--- config.mk ---
export PLATFORM = sky130hd
export DESIGN_NAME = clkgen_top
export DESIGN_NICKNAME = d
export VERILOG_FILES = /design/src/design/clkdiv_cfg_pkg.sv /design/src/design/clkdiv_reg_pkg.sv /design/src/design/divider_edge_if.sv /design/src/design/clkdiv_regs.sv /design/src/design/clkgen_top.sv /design/src/design/divider_counter.sv /design/src/design/phase_outputs.sv
export SDC_FILE = /design/constraint.sdc
export NUM_CORES = 1
export LEC_CHECK = 0
export ABC_AREA = 1
export BUFFER_PORTS_ARGS = -buffer_cell sky130_fd_sc_hd__buf_2
export CAP_MARGIN = 20
export CORE_ASPECT_RATIO = 0.9
export CORE_UTILIZATION = 55
export CTS_CLUSTER_SIZE = 14
export DETAILED_ROUTE_END_ITERATION = 8
export GPL_ROUTABILITY_DRIVEN = 0
export PLACE_DENSITY = 0.87
export SLEW_MARGIN = 20
export SYNTH_ARGS = -nofsm -noshare
export SYNTH_HDL_FRONTEND = slang
export SYNTH_SLANG_ARGS = --single-unit
--- constraint.sdc ---
create_clock -name clkin -period 4.9 [get_ports clkin]
set_input_delay 0.49 -clock clkin [delete_from_list [all_inputs] [get_ports clkin]]
set_output_delay 0.49 -clock clkin [all_outputs]
set_load 0.01 [all_outputs]
--- src/design/clkdiv_cfg_pkg.sv ---
// Clock divider configuration package
// Divide-code encoding, counter width and terminal count decode
`default_nettype none

package clkdiv_cfg_pkg;

  // ####################
  // Divide encoding
  // ####################

  localparam int CNT_W = 8;                 // Period counter width

  typedef enum logic [3:0] {
    DIV_BYPASS = 4'd1,                      // clkin passed straight through
    DIV_2      = 4'd2,
    DIV_4      = 4'd3,
    DIV_8      = 4'd4,
    DIV_16     = 4'd5,
    DIV_32     = 4'd6,
    DIV_64     = 4'd7
  } div_code_t;                             // Any other value holds outputs low

  // Terminal count N for a code, zero means no edge ever matches
  function automatic logic [CNT_W-1:0] div_terminal(input div_code_t code);
    logic [CNT_W-1:0] n;
    case (code)
      DIV_2:   n = 8'd2;
      DIV_4:   n = 8'd4;
      DIV_8:   n = 8'd8;
      DIV_16:  n = 8'd16;
      DIV_32:  n = 8'd32;
      DIV_64:  n = 8'd64;
      default: n = '0;                      // Bypass and invalid codes
    endcase
    return n;
  endfunction

endpackage

`default_nettype wire

--- src/design/clkdiv_reg_pkg.sv ---
// Clock divider register map package
// Host register addresses and field widths
`default_nettype none

package clkdiv_reg_pkg;

  // ####################
  // Register map
  // ####################

  localparam int REG_DW   = 8;              // Register port data width
  localparam int DIVCFG_W = 4;              // Divide code field, bits 3:0
  localparam int ENABLE_W = 1;              // Enable field, bit 0

  typedef enum logic [1:0] {
    REG_DIVCFG = 2'd0,                      // Staged divide code, read/write
    REG_ENABLE = 2'd1,                      // Staged enable, read/write
    REG_ACTIVE = 2'd2                       // Code in use by counter, read only
  } reg_addr_t;

endpackage

`default_nettype wire

--- src/design/divider_edge_if.sv ---
// Edge-match link from period counter to output stage
`timescale 1ns/1ps
`default_nettype none

interface divider_edge_if
  import clkdiv_cfg_pkg::*;
();

  logic      pos_match;                     // Count equals N
  logic      neg_match;                     // Count equals N/2
  logic      pos90_match;                   // Count equals N/4
  logic      neg90_match;                   // Count equals N/4 + N/2
  div_code_t mode;                          // Active code, zero when stopped

  modport counter (
    output pos_match, neg_match, pos90_match, neg90_match, mode
  );

  modport phase (
    input pos_match, neg_match, pos90_match, neg90_match, mode
  );

endinterface

`default_nettype wire

--- src/design/clkdiv_regs.sv ---
// Clock divider host registers
// Staged code and enable, copied to the active set on period boundaries
`timescale 1ns/1ps
`default_nettype none

module clkdiv_regs
  import clkdiv_reg_pkg::*;
  import clkdiv_cfg_pkg::*;
(
  input  wire logic              clkin,
  input  wire logic              reset,
  input  wire logic              cfg_write,     // One-cycle write strobe
  input  wire reg_addr_t         cfg_addr,
  input  wire logic [REG_DW-1:0] cfg_wdata,
  input  wire logic              boundary,      // Period boundary from counter
  output logic      [REG_DW-1:0] cfg_rdata,     // Combinational read
  output div_code_t              active_code,
  output logic                   run
);

  div_code_t             staged_code;           // Host-written divide code
  logic [ENABLE_W-1:0]   staged_run;            // Host-written enable

  // ####################
  // Staging registers
  // ####################

  always_ff @(posedge clkin or posedge reset) begin
    if (reset) begin
      staged_code <= div_code_t'(4'd0);         // Invalid code, outputs low
      staged_run  <= '0;
    end else if (cfg_write) begin
      case (cfg_addr)
        REG_DIVCFG: staged_code <= div_code_t'(cfg_wdata[DIVCFG_W-1:0]);
        REG_ENABLE: staged_run  <= cfg_wdata[ENABLE_W-1:0];
        default:    ;                           // Active register is read only
      endcase
    end
  end

  // ####################
  // Active registers
  // ####################

  // Copy only at a boundary so a period is never cut short
  always_ff @(posedge clkin or posedge reset) begin
    if (reset) begin
      active_code <= div_code_t'(4'd0);
      run         <= 1'b0;
    end else if (boundary) begin
      active_code <= staged_code;
      run         <= staged_run[0];
    end
  end

  // ####################
  // Readback
  // ####################

  always_comb begin
    cfg_rdata = '0;                             // Unused bits read zero
    case (cfg_addr)
      REG_DIVCFG: cfg_rdata[DIVCFG_W-1:0] = staged_code;
      REG_ENABLE: cfg_rdata[ENABLE_W-1:0] = staged_run;
      REG_ACTIVE: cfg_rdata[DIVCFG_W-1:0] = active_code;  // Mirror of code in use
      default:    cfg_rdata = '0;
    endcase
  end

endmodule

`default_nettype wire

--- src/design/clkgen_top.sv ---
// Serial link clock generator
// Register port, period counter and phase outputs
`timescale 1ns/1ps
`default_nettype none

module clkgen_top
  import clkdiv_reg_pkg::*;
  import clkdiv_cfg_pkg::*;
(
  input  wire logic              clkin,
  input  wire logic              reset,
  input  wire logic              cfg_write,
  input  wire reg_addr_t         cfg_addr,
  input  wire logic [REG_DW-1:0] cfg_wdata,
  output logic      [REG_DW-1:0] cfg_rdata,
  output logic                   clkout,
  output logic                   clkout90
);

  div_code_t active_code;                       // Code in use, boundary aligned
  logic      run;
  logic      boundary;

  divider_edge_if edge_link ();                 // Counter to output stage

  clkdiv_regs i_clkdiv_regs (
    .clkin       (clkin),
    .reset       (reset),
    .cfg_write   (cfg_write),
    .cfg_addr    (cfg_addr),
    .cfg_wdata   (cfg_wdata),
    .boundary    (boundary),
    .cfg_rdata   (cfg_rdata),
    .active_code (active_code),
    .run         (run)
  );

  divider_counter i_divider_counter (
    .clkin       (clkin),
    .reset       (reset),
    .active_code (active_code),
    .run         (run),
    .boundary    (boundary),
    .edges       (edge_link.counter)
  );

  phase_outputs i_phase_outputs (
    .clkin       (clkin),
    .reset       (reset),
    .edges       (edge_link.phase),
    .clkout      (clkout),
    .clkout90    (clkout90)
  );

endmodule

`default_nettype wire

--- src/design/divider_counter.sv ---
// Clock divider period counter
// Self-resetting count with edge-match strobes for the output flops
`timescale 1ns/1ps
`default_nettype none

module divider_counter
  import clkdiv_cfg_pkg::*;
(
  input  wire logic       clkin,
  input  wire logic       reset,
  input  wire div_code_t  active_code,          // Changes only on a boundary
  input  wire logic       run,
  output logic            boundary,             // Safe point to switch code
  divider_edge_if.counter edges
);

  logic [CNT_W-1:0] term;                       // Terminal count N
  logic [CNT_W-1:0] half;                       // N/2
  logic [CNT_W-1:0] quarter;                    // N/4
  logic [CNT_W-1:0] count;
  logic             idle;                       // Stopped, bypass or invalid

  // ####################
  // Decode
  // ####################

  assign term    = div_terminal(active_code);
  assign half    = {1'b0, term[CNT_W-1:1]};
  assign quarter = {2'b00, term[CNT_W-1:2]};
  assign idle    = !run || (term == '0);

  // ####################
  // Period counter
  // ####################

  always_ff @(posedge clkin or posedge reset) begin
    if (reset) begin
      count <= 8'd1;
    end else if (idle || edges.pos_match) begin
      count <= 8'd1;                            // Hold or start a new period
    end else begin
      count <= count + 8'd1;
    end
  end

  // ####################
  // Edge matching
  // ####################

  assign edges.pos_match   = !idle && (count == term);
  assign edges.neg_match   = !idle && (count == half);
  assign edges.pos90_match = !idle && (count == quarter);  // Never hits for N = 2
  assign edges.neg90_match = !idle && (count == quarter + half);

  // Mode reads as code 0 while stopped so the output stage holds low
  assign edges.mode = run ? active_code : div_code_t'(4'd0);

  // Idle keeps the boundary high so new settings land next cycle
  assign boundary = edges.pos_match || idle;

endmodule

`default_nettype wire

--- src/design/phase_outputs.sv ---
// Clock divider output stage
// Aligned and 90-degree clock flops with bypass select
`timescale 1ns/1ps
`default_nettype none

module phase_outputs
  import clkdiv_cfg_pkg::*;
(
  input  wire logic     clkin,
  input  wire logic     reset,
  divider_edge_if.phase edges,
  output logic          clkout,                 // Aligned with clkin
  output logic          clkout90                // Lags clkout by a quarter period
);

  logic clkout_reg;
  logic clkout90_div4;                          // Rising-edge flop, N of 4 and up
  logic clkout90_div2;                          // Falling-edge flop, N = 2
  logic divided;                                // Mode is a valid divide code

  assign divided = (edges.mode >= DIV_2) && (edges.mode <= DIV_64);

  // ####################
  // Aligned clock
  // ####################

  always_ff @(posedge clkin or posedge reset) begin
    if (reset) begin
      clkout_reg <= 1'b0;
    end else if (!divided) begin
      clkout_reg <= 1'b0;                       // Stopped, bypass or invalid
    end else if (edges.pos_match) begin
      clkout_reg <= 1'b1;
    end else if (edges.neg_match) begin
      clkout_reg <= 1'b0;
    end
  end

  // ####################
  // Quadrature clock
  // ####################

  always_ff @(posedge clkin or posedge reset) begin
    if (reset) begin
      clkout90_div4 <= 1'b0;
    end else if (!divided) begin
      clkout90_div4 <= 1'b0;
    end else if (edges.pos90_match) begin
      clkout90_div4 <= 1'b1;
    end else if (edges.neg90_match) begin
      clkout90_div4 <= 1'b0;
    end
  end

  // Half a clkin cycle behind clkout when dividing by 2
  always_ff @(negedge clkin or posedge reset) begin
    if (reset) begin
      clkout90_div2 <= 1'b0;
    end else if (!divided) begin
      clkout90_div2 <= 1'b0;
    end else if (edges.neg_match) begin
      clkout90_div2 <= 1'b1;
    end else if (edges.pos_match) begin
      clkout90_div2 <= 1'b0;
    end
  end

  assign clkout   = (edges.mode == DIV_BYPASS) ? clkin : clkout_reg;
  assign clkout90 = (edges.mode == DIV_2) ? clkout90_div2 : clkout90_div4;

endmodule

`default_nettype wire

==> results.yml <==
synth:
  synth_edf_count: 0
  synth.cell_area_sq_um: 1740
  yosys.cell_types.count: 35
  synth_area_leaders: "dfrtp_1 27%, nand2_1 14%, ha_1 7.2%, nand3_1 6.3%, inv_1 5.4%"
  synth_top_area_share_pct: 27.3
  synthCells: 244
  synth_ff_type: "dfrtp_1"
  yosysTopAreaCell: "dfrtp_1"
  synthArstFlopShare_pct: 100
  yosysSeqAreaShare_pct: 30.3
  ys_warn_count: 0
  syn_avg_cell_area_sq_um: 7.13
  synth_seq_cells: 21
power_and_ir_drop:
  p_leak_nw: 0.976
  pwr_density_cell_nw_per_um2: 418
  vdd_drop_max_mv: 0.272
floorplanning:
  dieArea_sq_um: 3390
  die_w_um: 61.3
  fp.dieH_um: 55.3
  io-pin-count: 23
  fp.coreArea_sq_um: 2880
  initial_core_util_pct: 60.3
  rows: 18
layout:
  fill_cells: 261
  top_register: "i_divider_counter.count"
  drive_gt1_share_pct: 20.1
  area_growth_pct: 8.49
  top_regs: "i_divider_counter.count: 8 flops, i_clkdiv_regs.active_code: 4 flops, i_clkdiv_regs.staged_code: 4 flops"
  largest_reg_flops: 8
  multi_input_area_sq_um: 1040
  fin_nets: 289
  antenna_cells: 0
  regArea_sq_um: 527
drt:
  wl_met2_um: 1640
  routed.top_layer: "met4"
  drc_errors: 0
  drt-met1-wl_um: 1710
  ant_nets: 0
  wire_per_inst_um: 12.1
  route.met3.wl_um: 223
  viasPerCell: 5.24
  first_iter_violations: 137
  dr_total_vias: 1593
  drtPass1Iterations: 5
  wl_um: 3680
critical_path:
  criticalPathCategory: "register to register"
  setup.worst_path.start: "i_clkdiv_regs.active_code[3]"
  worst-path-buf-inv: 1
  required_ps: 2920
  crit_path_max_incr_delay_ps: 480
  worstPathArrival_ps: 2360
  end_kind: "register"
  start_kind: "register"
  path_delay_family: "simple AND/OR/NAND/NOR gates"
  cp_max_fo: 6
  rr_startpoint: "i_clkdiv_regs.active_code[3]"
  slowest_stage: "dfrtp_1"
  worstPathCellList: "nor2_8, nand2_2, ha_1, nand3_1, nand2_1, inv_1, nand3_1, nand3b_1, nand3b_1, a21oi_1"
timing:
  rsz0062_at_grt: "false"
  slew_violations: 0
  final.setup.tns_ps: 0
  hold_viol_final: 0
  skew_ps: 13.3
  setup_violations: 0
  hold_slack_ps: 53.7
placement:
  hpwl_um: 2890
  io_buffers: 14
global_routing:
  antenna_found_initial: 0
  grt_pass1_wl_um: 6080
  grt_max_degree: 22
  grt_use_total_pct: 24.6
  grt.overflow.total: 0
  grt_pass1_vias: 1437
cts:
  clk-insertion-delay-late_ps: 430
  post_cts_buffers: 0
  cts_tree: "yes"
  hold_buffers: 0
  ctsResizeCount: 0
  clkSlewWorstSetupHoldPaths_ps: 120
min_path:
  min_path_type: "input pin to async pin"
run_status:
  status: "finished clean"
job:
  max_cap_violations: 0
==> synth_stat cells (2+ instances only) <==
master / n
o21ai_0: 7
nand3b_1: 2
nand4_1: 2
a31oi_1: 2
inv_1: 25
buf_4: 4
nor3_1: 4
dfrtp_1: 19
mux2_2: 4
o22ai_1: 2
a21oi_1: 8
nand2_2: 6
nand3_1: 22
xor2_1: 9
ha_1: 10
o21ai_1: 4
inv_2: 11
nor2_1: 20
nor2_2: 3
nand2_1: 63
o211ai_1: 3
==> cells by family after synthesis <==
logic type,count (synthesis),share of synthesized area [%]
compound gates,27,8.63
xor+xnor,9,4.53
fa+ha+maj,11,8.35
buf+inv,42,10.4
flops,21,30.3
mux,4,2.59
other cells,1,0.216
simple gates,129,35.0
==> stage by stage <==
step	cells	area [sq um]	setup WS [ps]	utilization (%)	power, W
floorplan	247	1750	781	-	0.000589
global placement	297	1840	606	63.7	0.000653
detailed placement	297	1840	578	63.7	0.000663
CTS	304	1890	564	65.5	0.000788
global route	304	1890	363	65.5	0.000867
finish	304	1890	557	65.5	0.000788
==> worst min-delay path, delay by kind of cell <==
| family | cells | cell delay [ps] |
|---|---|---|
| buffers and inverters | 3 | 380 |
==> placed cells by master (no fill, tap or decap), types with 2 or more instances in the layout <==
| cell type | n |
|---|---|
| nand3_1 | 22 |
| clkbuf_4 | 6 |
| inv_1 | 25 |
| inv_2 | 11 |
| nand4_1 | 2 |
| nand2_1 | 63 |
| nor2_1 | 20 |
| conb_1 | 4 |
| buf_2 | 14 |
| o21ai_0 | 7 |
| o21ai_1 | 4 |
| nor3_1 | 4 |
| nand2_2 | 6 |
| a31oi_1 | 2 |
| o211ai_1 | 3 |
| a21oi_1 | 8 |
| nand3b_1 | 2 |
| dfrtp_1 | 19 |
| xor2_1 | 9 |
| ha_1 | 10 |
| mux2_2 | 4 |
| o22ai_1 | 2 |
| nor2_2 | 3 |
==> power by group <==
part	total, W	internal, W	switching [W]
clock network	0.000126	0.0000593	0.0000666
registers	0.000249	0.000208	0.0000406
logic	0.000413	0.000142	0.000271
==> area by class of cell <==
type,count,area share (%)
clock buffers,7,2.65
clock inverters,1,0.265
inverters,37,7.36
multi-input cells,184,55.3
flip-flops and latches,21,27.9
well taps,40,2.65
repair buffers,14,3.85
==> metal layers <==
metal  vias up  track usage [%]
met4         0             14.0
met1       704             32.7
met5         -                0
met3        11             6.56
li1        817                -
met2        61             35.4
==> path summary, 6_finish.rpt <==
path | cells after the start | to | slack [ps]
setup / recovery | 10 | i_phase_outputs.clkout90_div2 | 560
hold / removal | 3 | i_divider_counter.count[5] | 50
setup reg to reg | 10 | i_phase_outputs.clkout90_div2 | 560
hold reg to reg | 2 | i_phase_outputs.clkout90_div2 | 500
max in group asynchronous | 3 | i_phase_outputs.clkout90_div2 | 2270
min in group clkin | 2 | i_clkdiv_regs.staged_code[1] | 290
Power figures use the tool's default switching activity.
